### src/store_unit_settings.svh
// ----------------------------------------------------------------------
// Global widths and queue depths of the store unit
// Both queue depths must be powers of two and at least 2
// Translation is always present, XLEN is fixed at 64
// ----------------------------------------------------------------------
`ifndef STORE_UNIT_SETTINGS_SVH
`define STORE_UNIT_SETTINGS_SVH

// Virtual address width (Sv39)
`define SU_VLEN 39

// Physical address width
`define SU_PLEN 56

// Data path width, the byte enable is XLEN/8 wide
`define SU_XLEN 64

// Width of the issue-stage transaction ID
`define SU_TRANS_ID_BITS 3

// Entries in the speculative and the commit queue
`define SU_SPEC_DEPTH 4
`define SU_COMMIT_DEPTH 4

`endif

### src/store_unit_pkg.sv
// ----------------------------------------------------------------------
// Types shared by the store unit and its testbench
// Field widths come from the settings header
// The exception cause and tval are XLEN wide
// ----------------------------------------------------------------------
`include "store_unit_settings.svh"

package store_unit_pkg;

  // Transfer size of one store
  typedef enum logic [1:0] {
    SIZE_B = 2'd0,
    SIZE_H = 2'd1,
    SIZE_W = 2'd2,
    SIZE_D = 2'd3
  } size_e;

  // ------------------------------------------------------------------
  // Issue side
  // ------------------------------------------------------------------
  // Store request as handed over by the issue stage
  typedef struct packed {
    logic [`SU_VLEN-1:0]          vaddr;
    logic [`SU_XLEN-1:0]          data;
    logic [`SU_XLEN/8-1:0]        be;
    size_e                        size;
    logic [`SU_TRANS_ID_BITS-1:0] trans_id;
  } store_req_t;

  // Translation exception from the MMU
  typedef struct packed {
    logic                valid;
    logic [`SU_XLEN-1:0] cause;
    logic [`SU_XLEN-1:0] tval;
  } store_ex_t;

  // Result returned to the issue stage
  typedef struct packed {
    logic [`SU_TRANS_ID_BITS-1:0] trans_id;
    logic [`SU_XLEN-1:0]          result;
    store_ex_t                    ex;
  } store_result_t;

  // ------------------------------------------------------------------
  // Store buffer and memory side
  // ------------------------------------------------------------------
  // One store buffer slot, data already rotated to the address offset
  typedef struct packed {
    logic [`SU_PLEN-1:0]   paddr;
    logic [`SU_XLEN-1:0]   data;
    logic [`SU_XLEN/8-1:0] be;
    size_e                 size;
  } store_entry_t;

  // Write request on the data-memory port
  typedef struct packed {
    logic [`SU_PLEN-1:0]   paddr;
    logic [`SU_XLEN-1:0]   data;
    logic [`SU_XLEN/8-1:0] be;
  } mem_wr_t;

endpackage

### src/store_queue_cnt.sv
// ----------------------------------------------------------------------
// Pointer and occupancy tracker for one circular queue
// DEPTH must be a power of two and at least 2, pointers wrap naturally
// Push on full or pop on empty is not guarded here
// ----------------------------------------------------------------------
module store_queue_cnt #(
  parameter int unsigned DEPTH = 4
) (
  input  logic                     clk_i,
  input  logic                     rst_ni,
  input  logic                     clear_i,
  input  logic                     push_i,
  input  logic                     pop_i,
  output logic [$clog2(DEPTH)-1:0] wr_ptr_o,
  output logic [$clog2(DEPTH)-1:0] rd_ptr_o,
  output logic                     full_o,
  output logic                     empty_o
);

  localparam int unsigned AW = $clog2(DEPTH);

  logic [AW-1:0] wr_ptr_q, rd_ptr_q;
  // One extra bit so that DEPTH itself fits
  logic [AW:0]   cnt_q;

  always_ff @(posedge clk_i or negedge rst_ni) begin
    if (!rst_ni) begin
      wr_ptr_q <= '0;
      rd_ptr_q <= '0;
      cnt_q    <= '0;
    end else if (clear_i) begin
      wr_ptr_q <= '0;
      rd_ptr_q <= '0;
      cnt_q    <= '0;
    end else begin
      if (push_i) begin
        wr_ptr_q <= wr_ptr_q + 1'b1;
      end
      if (pop_i) begin
        rd_ptr_q <= rd_ptr_q + 1'b1;
      end
      // Simultaneous push and pop keep the count
      if (push_i && !pop_i) begin
        cnt_q <= cnt_q + 1'b1;
      end else if (pop_i && !push_i) begin
        cnt_q <= cnt_q - 1'b1;
      end
    end
  end

  assign wr_ptr_o = wr_ptr_q;
  assign rd_ptr_o = rd_ptr_q;
  assign full_o   = (cnt_q == (AW+1)'(DEPTH));
  assign empty_o  = (cnt_q == '0);

endmodule

### src/store_ctrl_fsm.sv
// ----------------------------------------------------------------------
// Store control FSM
// paddr_i and ex_i are taken to belong to the store in VALID_STORE
// A waiting request must stay on valid_i until it is popped
// Exception and flush outrank every other decision
// ----------------------------------------------------------------------
module store_ctrl_fsm (
  input  logic clk_i,
  input  logic rst_ni,
  input  logic flush_i,
  input  logic valid_i,
  input  logic dtlb_hit_i,
  input  logic ex_valid_i,
  input  logic st_ready_i,
  output logic pop_st_o,
  output logic valid_o,
  output logic translation_req_o,
  output logic st_valid_o,
  output logic st_valid_nf_o,
  output logic capture_o
);

  typedef enum logic [1:0] {
    IDLE,
    VALID_STORE,
    WAIT_TRANSLATION,
    WAIT_STORE_READY
  } state_e;

  state_e state_d, state_q;

  // ------------------------------------------------------------------
  // Next state and outputs
  // ------------------------------------------------------------------
  always_comb begin : store_control
    state_d           = state_q;
    pop_st_o          = 1'b0;
    valid_o           = 1'b0;
    translation_req_o = 1'b0;
    st_valid_o        = 1'b0;
    st_valid_nf_o     = 1'b0;

    case (state_q)
      IDLE, VALID_STORE: begin
        // Second cycle of the previous store, post it to the buffer
        if (state_q == VALID_STORE) begin
          valid_o       = 1'b1;
          st_valid_o    = !flush_i;
          st_valid_nf_o = 1'b1;
          state_d       = IDLE;
        end
        // New request, translate and take it if nothing stalls
        if (valid_i) begin
          translation_req_o = 1'b1;
          if (!st_ready_i) begin
            state_d = WAIT_STORE_READY;
          end else if (!dtlb_hit_i) begin
            state_d = WAIT_TRANSLATION;
          end else begin
            pop_st_o = 1'b1;
            state_d  = VALID_STORE;
          end
        end
      end

      // Buffer full, keep translating until space and a hit are there
      WAIT_STORE_READY: begin
        translation_req_o = 1'b1;
        if (st_ready_i && dtlb_hit_i) begin
          state_d = IDLE;
        end
      end

      // TLB miss, buffer space was there when we got here
      default: begin
        translation_req_o = 1'b1;
        if (dtlb_hit_i) begin
          state_d = IDLE;
        end
      end
    endcase

    // Translation exception ends the instruction without a store
    if (ex_valid_i && (state_q != IDLE)) begin
      pop_st_o   = 1'b1;
      valid_o    = 1'b1;
      st_valid_o = 1'b0;
      state_d    = IDLE;
    end

    if (flush_i) begin
      state_d = IDLE;
    end
  end

  // Aligner follows whatever request is being translated
  assign capture_o = translation_req_o;

  always_ff @(posedge clk_i or negedge rst_ni) begin
    if (!rst_ni) begin
      state_q <= IDLE;
    end else begin
      state_q <= state_d;
    end
  end

endmodule

### src/store_data_align.sv
// ----------------------------------------------------------------------
// Store data re-aligner
// Rotation uses vaddr[2:0] only, the byte enable is passed as given
// Outputs hold the last captured request
// ----------------------------------------------------------------------
`include "store_unit_settings.svh"

module store_data_align (
  input  logic                           clk_i,
  input  logic                           rst_ni,
  input  logic                           capture_i,
  input  store_unit_pkg::store_req_t     req_i,
  output logic [`SU_XLEN-1:0]            data_o,
  output logic [`SU_XLEN/8-1:0]          be_o,
  output store_unit_pkg::size_e          size_o,
  output logic [`SU_TRANS_ID_BITS-1:0]   trans_id_o
);

  logic [2*`SU_XLEN-1:0] data_dbl;
  logic [5:0]            shamt;
  logic [`SU_XLEN-1:0]   data_rot;

  // Rotate left by 8 * offset, upper half of the shifted double word
  assign shamt    = {req_i.vaddr[2:0], 3'b000};
  assign data_dbl = {req_i.data, req_i.data} << shamt;
  assign data_rot = data_dbl[2*`SU_XLEN-1:`SU_XLEN];

  // Payload
  always_ff @(posedge clk_i) begin
    if (capture_i) begin
      data_o <= data_rot;
    end
  end

  // Byte enable, size and ID for the second cycle
  always_ff @(posedge clk_i or negedge rst_ni) begin
    if (!rst_ni) begin
      be_o       <= '0;
      size_o     <= store_unit_pkg::SIZE_B;
      trans_id_o <= '0;
    end else if (capture_i) begin
      be_o       <= req_i.be;
      size_o     <= req_i.size;
      trans_id_o <= req_i.trans_id;
    end
  end

endmodule

### src/store_buffer.sv
// ----------------------------------------------------------------------
// Store buffer with a speculative and a commit queue
// commit_i is expected only while commit_ready_o is high and a
// speculative entry exists; both are checked again here
// Flush empties the speculative queue, committed stores still drain
// ----------------------------------------------------------------------
`include "store_unit_settings.svh"

module store_buffer (
  input  logic                         clk_i,
  input  logic                         rst_ni,
  input  logic                         flush_i,
  input  logic                         st_valid_i,
  input  logic                         st_valid_nf_i,
  input  logic                         commit_i,
  input  logic                         mem_gnt_i,
  input  store_unit_pkg::store_entry_t entry_i,
  input  logic [11:0]                  page_offset_i,
  output logic                         st_ready_o,
  output logic                         commit_ready_o,
  output logic                         mem_req_o,
  output store_unit_pkg::mem_wr_t      mem_wr_o,
  output logic                         page_offset_matches_o,
  output logic                         store_buffer_empty_o,
  output logic                         no_st_pending_o
);

  localparam int unsigned SPEC_DEPTH   = `SU_SPEC_DEPTH;
  localparam int unsigned COMMIT_DEPTH = `SU_COMMIT_DEPTH;
  localparam int unsigned SPEC_AW      = $clog2(SPEC_DEPTH);
  localparam int unsigned COMMIT_AW    = $clog2(COMMIT_DEPTH);

  store_unit_pkg::store_entry_t spec_mem   [SPEC_DEPTH];
  store_unit_pkg::store_entry_t commit_mem [COMMIT_DEPTH];

  logic [SPEC_AW-1:0]   spec_wr_ptr, spec_rd_ptr, spec_used;
  logic [COMMIT_AW-1:0] commit_wr_ptr, commit_rd_ptr, commit_used;
  logic                 spec_full, spec_empty, commit_full, commit_empty;
  logic                 commit_move, mem_pop;

  // ------------------------------------------------------------------
  // Queue control
  // ------------------------------------------------------------------
  // Head moves only when there is something to move and room for it
  assign commit_move = commit_i && !spec_empty && !commit_full;
  assign mem_pop     = mem_gnt_i && mem_req_o;

  store_queue_cnt #(.DEPTH(SPEC_DEPTH)) u_spec_cnt (
    .clk_i,
    .rst_ni,
    .clear_i (flush_i),
    .push_i  (st_valid_i),
    .pop_i   (commit_move),
    .wr_ptr_o(spec_wr_ptr),
    .rd_ptr_o(spec_rd_ptr),
    .full_o  (spec_full),
    .empty_o (spec_empty)
  );

  store_queue_cnt #(.DEPTH(COMMIT_DEPTH)) u_commit_cnt (
    .clk_i,
    .rst_ni,
    .clear_i (1'b0),
    .push_i  (commit_move),
    .pop_i   (mem_pop),
    .wr_ptr_o(commit_wr_ptr),
    .rd_ptr_o(commit_rd_ptr),
    .full_o  (commit_full),
    .empty_o (commit_empty)
  );

  // Entries held, wraps to zero when full
  assign spec_used   = spec_wr_ptr - spec_rd_ptr;
  assign commit_used = commit_wr_ptr - commit_rd_ptr;

  // Store in VALID_STORE still has to land, so one slot must stay free
  assign st_ready_o     = !spec_full && !(st_valid_nf_i && (spec_used == '1));
  assign commit_ready_o = !commit_full;

  // Entry storage
  always_ff @(posedge clk_i) begin
    if (st_valid_i) begin
      spec_mem[spec_wr_ptr] <= entry_i;
    end
    if (commit_move) begin
      commit_mem[commit_wr_ptr] <= spec_mem[spec_rd_ptr];
    end
  end

  // ------------------------------------------------------------------
  // Memory port and status
  // ------------------------------------------------------------------
  assign mem_req_o      = !commit_empty;
  assign mem_wr_o.paddr = commit_mem[commit_rd_ptr].paddr;
  assign mem_wr_o.data  = commit_mem[commit_rd_ptr].data;
  assign mem_wr_o.be    = commit_mem[commit_rd_ptr].be;

  assign store_buffer_empty_o = spec_empty && commit_empty;
  assign no_st_pending_o      = commit_empty;

  // Double-word match against every live entry and the one in flight
  always_comb begin : page_offset_cmp
    logic [SPEC_AW-1:0]   spec_rel;
    logic [COMMIT_AW-1:0] commit_rel;
    page_offset_matches_o = st_valid_nf_i && (entry_i.paddr[11:3] == page_offset_i[11:3]);
    for (int unsigned i = 0; i < SPEC_DEPTH; i++) begin
      spec_rel = SPEC_AW'(i) - spec_rd_ptr;
      if ((spec_full || (spec_rel < spec_used)) &&
          (spec_mem[i].paddr[11:3] == page_offset_i[11:3])) begin
        page_offset_matches_o = 1'b1;
      end
    end
    for (int unsigned i = 0; i < COMMIT_DEPTH; i++) begin
      commit_rel = COMMIT_AW'(i) - commit_rd_ptr;
      if ((commit_full || (commit_rel < commit_used)) &&
          (commit_mem[i].paddr[11:3] == page_offset_i[11:3])) begin
        page_offset_matches_o = 1'b1;
      end
    end
  end

endmodule

### src/store_unit.sv
// ----------------------------------------------------------------------
// Store unit top level
// paddr_i and ex_i must describe the store in its second cycle
// The result carries the aligned store data, stores return no value
// ----------------------------------------------------------------------
`include "store_unit_settings.svh"

module store_unit (
  input  logic                          clk_i,
  input  logic                          rst_ni,
  input  logic                          flush_i,
  input  logic                          valid_i,
  input  logic                          dtlb_hit_i,
  input  logic                          commit_i,
  input  logic                          mem_gnt_i,
  input  store_unit_pkg::store_req_t    req_i,
  input  logic [`SU_PLEN-1:0]           paddr_i,
  input  store_unit_pkg::store_ex_t     ex_i,
  input  logic [11:0]                   page_offset_i,
  output logic                          pop_st_o,
  output logic                          valid_o,
  output logic                          translation_req_o,
  output logic [`SU_VLEN-1:0]           vaddr_o,
  output store_unit_pkg::store_result_t result_o,
  output logic                          commit_ready_o,
  output logic                          mem_req_o,
  output store_unit_pkg::mem_wr_t       mem_wr_o,
  output logic                          page_offset_matches_o,
  output logic                          store_buffer_empty_o,
  output logic                          no_st_pending_o
);

  logic                         st_ready, st_valid, st_valid_nf, capture;
  logic [`SU_XLEN-1:0]          st_data;
  logic [`SU_XLEN/8-1:0]        st_be;
  store_unit_pkg::size_e        st_size;
  logic [`SU_TRANS_ID_BITS-1:0] st_trans_id;
  store_unit_pkg::store_entry_t st_entry;

  assign vaddr_o = req_i.vaddr;

  store_ctrl_fsm u_ctrl (
    .clk_i,
    .rst_ni,
    .flush_i,
    .valid_i,
    .dtlb_hit_i,
    .ex_valid_i       (ex_i.valid),
    .st_ready_i       (st_ready),
    .pop_st_o,
    .valid_o,
    .translation_req_o,
    .st_valid_o       (st_valid),
    .st_valid_nf_o    (st_valid_nf),
    .capture_o        (capture)
  );

  store_data_align u_align (
    .clk_i,
    .rst_ni,
    .capture_i (capture),
    .req_i,
    .data_o    (st_data),
    .be_o      (st_be),
    .size_o    (st_size),
    .trans_id_o(st_trans_id)
  );

  // Second-cycle entry, address straight from translation
  assign st_entry = '{paddr: paddr_i, data: st_data, be: st_be, size: st_size};

  // Result for the issue stage
  assign result_o = '{trans_id: st_trans_id, result: st_data, ex: ex_i};

  store_buffer u_buffer (
    .clk_i,
    .rst_ni,
    .flush_i,
    .st_valid_i    (st_valid),
    .st_valid_nf_i (st_valid_nf),
    .commit_i,
    .mem_gnt_i,
    .entry_i       (st_entry),
    .page_offset_i,
    .st_ready_o    (st_ready),
    .commit_ready_o,
    .mem_req_o,
    .mem_wr_o,
    .page_offset_matches_o,
    .store_buffer_empty_o,
    .no_st_pending_o
  );

endmodule

### config.mk
export PLATFORM = sky130hd
export DESIGN_NAME = store_unit
export DESIGN_NICKNAME = d
export VERILOG_FILES = /design/src/store_unit_pkg.sv /design/src/store_queue_cnt.sv /design/src/store_ctrl_fsm.sv /design/src/store_data_align.sv /design/src/store_buffer.sv /design/src/store_unit.sv
export VERILOG_INCLUDE_DIRS = /design/src
export SDC_FILE = /design/constraint.sdc
export NUM_CORES = 1
export LEC_CHECK = 0
export BUFFER_PORTS_ARGS = -buffer_cell sky130_fd_sc_hd__buf_2
export CORE_MARGIN = 4
export CORE_UTILIZATION = 40
export DETAILED_ROUTE_END_ITERATION = 16
export GPL_TIMING_DRIVEN = 0
export PLACE_DENSITY_LB_ADDON = 0.08
export SLEW_MARGIN = 40
export SYNTH_ARGS = -nofsm -noshare
export SYNTH_HDL_FRONTEND = slang
export SYNTH_SLANG_ARGS = --single-unit
### constraint.sdc
create_clock -name clk_i -period 13.2 [get_ports clk_i]
set_clock_uncertainty 0.05 [all_clocks]
set_input_delay 1.98 -clock clk_i [delete_from_list [all_inputs] [get_ports clk_i]]
set_output_delay 1.98 -clock clk_i [all_outputs]
set_load 0.01 [all_outputs]
==> flow_metrics.py <==
metrics = {
    "global_route": {
        "grt.met1_usage_pct": 25.2,
        "grt_pass1_wl_um": 165000,
        "gr-total-overflow": 0,
        "use_met2_pct": 33.9,
        "grt-busiest-layer": "met2",
        "grt_pass1_vias": 23400,
        "antenna_found_initial": 19,
        "grt_usage_pct": 19.7,
        "grt_max_degree": 51,
        "grtUsageMet3_pct": 4.26,
    },
    "routing": {
        "via_per_inst": 5.16,
        "antenna_left": 0,
        "drtIter0Drc": 1395,
        "routed_wl_um": 117000,
        "drtPass1Iterations": 5,
        "avgRoutedWirePerCell_um": 27.3,
        "num_vias": 22000,
        "route.detailed.drc": 0,
    },
    "finish": {
        "register_area_um2": 33300,
        "nFillCells": 9156,
        "multi_input_comb_area_um2": 9810,
        "fin_nets": 3011,
        "drive_gt1_share_pct": 49.7,
        "fin_cells": 4272,
        "syn_to_final_growth_pct": 20.6,
    },
    "yosys": {
        "synth_area_per_cell_um2": 22.5,
        "synth_most_common_cell": "edfxtp_1",
        "async_flop_share_pct": 2.42,
        "synth_top_area_share_pct": 72.8,
        "postSynthCellCount": 1999,
        "ys_seq_area_share_pct": 74.3,
        "synth-edff-count": 1088,
        "synth_common_cells": "1088 x edfxtp_1, 320 x mux4_2, 168 x buf_4, 78 x xnor2_1, 76 x mux2_2",
        "ys_seq_elements": 1115,
        "synthTopCellsByArea": "edfxtp_1 73%, mux4_2 16%, buf_4 2.8%",
        "syn_nets": 2338,
        "synth_warnings": 0,
        "synth_area_um2": 44900,
        "synth_top_cell_by_area": "edfxtp_1",
        "yosysUniqueCellTypes": 47,
        "synthFlopType": "edfxtp_1",
    },
    "critical_path": {
        "crit_path_max_fanout": 10,
        "required_ps": 11170,
        "worstSetupPathType": "reg -> out",
        "path_buf_inv": 5,
        "critPathMaxStageDelay_ps": 540,
        "cp.arrival_ps": 4610,
        "cp-start-kind": "flop",
        "slowest_stage": "a2111oi_0",
        "path_delay_family": "buffers and inverters",
        "crit_chain": "buf_2, buf_2, buf_2, nand2_1, fa_1, inv_1, ha_1, a21o_1, a2111oi_0, a41oi_1, nand4_1, buf_2",
        "cpMostUsedCell": "buf_2",
        "worstSetupEndpointType": "output pin",
    },
    "sta": {
        "relSlewSlack_pct": 46.3,
        "setup_viol": 0,
        "maxSlewViolCount": 0,
        "hold_violations": 0,
        "fin_crit_sh_pct": 50.3,
        "finalCriticalPeriod_ps": 6640,
        "setup_ws_ps": 6560,
        "timing.fmax_ghz": 0.151,
        "setup_tns_ps": 0,
        "tightest_slew_ps": 805,
        "rsz0062_at_grt": "no",
    },
    "floorplanning": {
        "rows": 122,
        "die_area_um2": 118000,
        "coreArea_um2": 111000,
        "ioPinCount": 691,
        "die_width_um": 343,
        "die_y_um": 343,
        "initial_core_util_pct": 40.5,
    },
    "clock_tree": {
        "clk_pin_slew_ps": 60,
        "cts_buffer_depth": 3,
        "htreeDepth": 3,
        "cts-resized-gates": 0,
        "postCtsHoldBufs": 0,
        "numCtsBuffers": 117,
        "numClockSinks": 1115,
        "cts_tree": "yes",
        "postCtsSetupBuffers": 0,
        "clockRootBuffer": "clkbuf_16",
        "clock_latency_ps": 700,
    },
    "power": {
        "p_leak_nw": 18.4,
        "power_density_nw_per_um2": 188,
        "vdd_drop_max_mv": 0.121,
    },
    "placed_design": {
        "gp_congestion": 0.853,
        "post-place-ws_ps": 7100,
        "dpl.hpwl_um": 84000,
        "dp_cells": 4040,
        "port_buffers": 509,
    },
    "min_path": {
        "hold_path_class": "reg -> reg",
    },
    "run": {
        "drv_cap": 0,
    },
    "status": {
        "status": "completed",
    },
}
[metrics by stage]
stage / power [mW] / utilization (%) / hold WS [ps] / instance area (um^2)
2_1_floorplan: 6.03 / - / 398 / 44900
3_3_place_gp: 7.07 / 44.4 / 413 / 49300
3_5_place_dp: 7.11 / 45.3 / 442 / 50300
4_1_cts: 10.4 / 48.8 / 450 / 54100
5_1_grt: 10.7 / 48.8 / 465 / 54100
6_report: 10.2 / 48.8 / 451 / 54100
[where the power goes]
part,switching (mW),internal [mW]
clock,1.32,1.92
combinational,1.42,1.08
sequential,0.110,4.33
total,2.85,7.34
[cell usage in the layout, fill, tap and decap left out, types with 11 or more instances in the layout]
| cell | n |
|---|---|
| xor2_1 | 16 |
| inv_1 | 14 |
| buf_2 | 574 |
| edfxtp_1 | 1088 |
| dfrtp_1 | 27 |
| mux4_2 | 320 |
| buf_12 | 38 |
| ha_1 | 13 |
| clkbuf_16 | 121 |
| clkinv_2 | 23 |
| mux2_2 | 76 |
| diode_2 | 11 |
| buf_4 | 169 |
| clkbuf_1 | 45 |
| xnor2_1 | 78 |
| clkinv_1 | 17 |
| nand2_1 | 11 |
[routing by layer]
metal  vias up  share of wire, %
li1       9491                 -
met1     11700                40
met2       679                52
met3       153               6.4
met4         2               2.3
met5         -             0.011
[worst paths after layout]
check / startpoint / end / slack, ps / cells after the start
min in group asynchronous: rst_ni / u_align.be_o[6] / 1230 / 1
max in group asynchronous: rst_ni / u_ctrl.state_q[1] / 11490 / 1
worst max register to register: u_buffer.u_spec_cnt.rd_ptr_o[0] / u_ctrl.state_q[1] / 10280 / 9
worst min register to register: u_buffer.u_commit_cnt.cnt_q[2] / u_buffer.u_commit_cnt.cnt_q[2] / 450 / 1
worst max-delay path: u_buffer.u_commit_cnt.rd_ptr_o[0] / page_offset_matches_o / 6560 / 12
worst min-delay path: u_buffer.u_commit_cnt.cnt_q[2] / u_buffer.u_commit_cnt.cnt_q[2] / 450 / 1
[cell type report]
cell class              instances  area share, %
clock inverters                59           1.05
inverters                      14         0.0971
flip-flops and latches       1115           61.6
plain buffers                 263           3.18
repair buffers                554           6.44
well taps                    1488           3.44
diodes                         11         0.0508
clock buffers                 161           6.04
multi-input cells             607           18.1
[state kept, by name, summed over array words and instances, names as in the netlist, 3 cells and up]
| name | count |
|---|---|
| u_buffer.u_commit_cnt.cnt_q | 3 |
| u_align.data_o | 64 |
| u_align.trans_id_o | 3 |
| u_buffer.u_spec_cnt.cnt_q | 3 |
| u_align.be_o | 8 |
| u_buffer.commit_mem | 512 |
| u_buffer.spec_mem | 512 |
[cells by family (layout without fill, tap and decap cells)]
family          count (synthesis)  count (layout)  share of synthesized area [%]
xor+xnor                       95              95                           1.87
fa+ha+maj                      19              19                          0.630
buf+inv                       277            1051                           3.91
simple gates                   73              73                          0.931
compound gates                 23              23                          0.401
flops                        1115            1115                           74.3
mux                           397             397                           18.0
other cells                     0              11                              0
No activity file was read; power rests on OpenSTA's default activity.
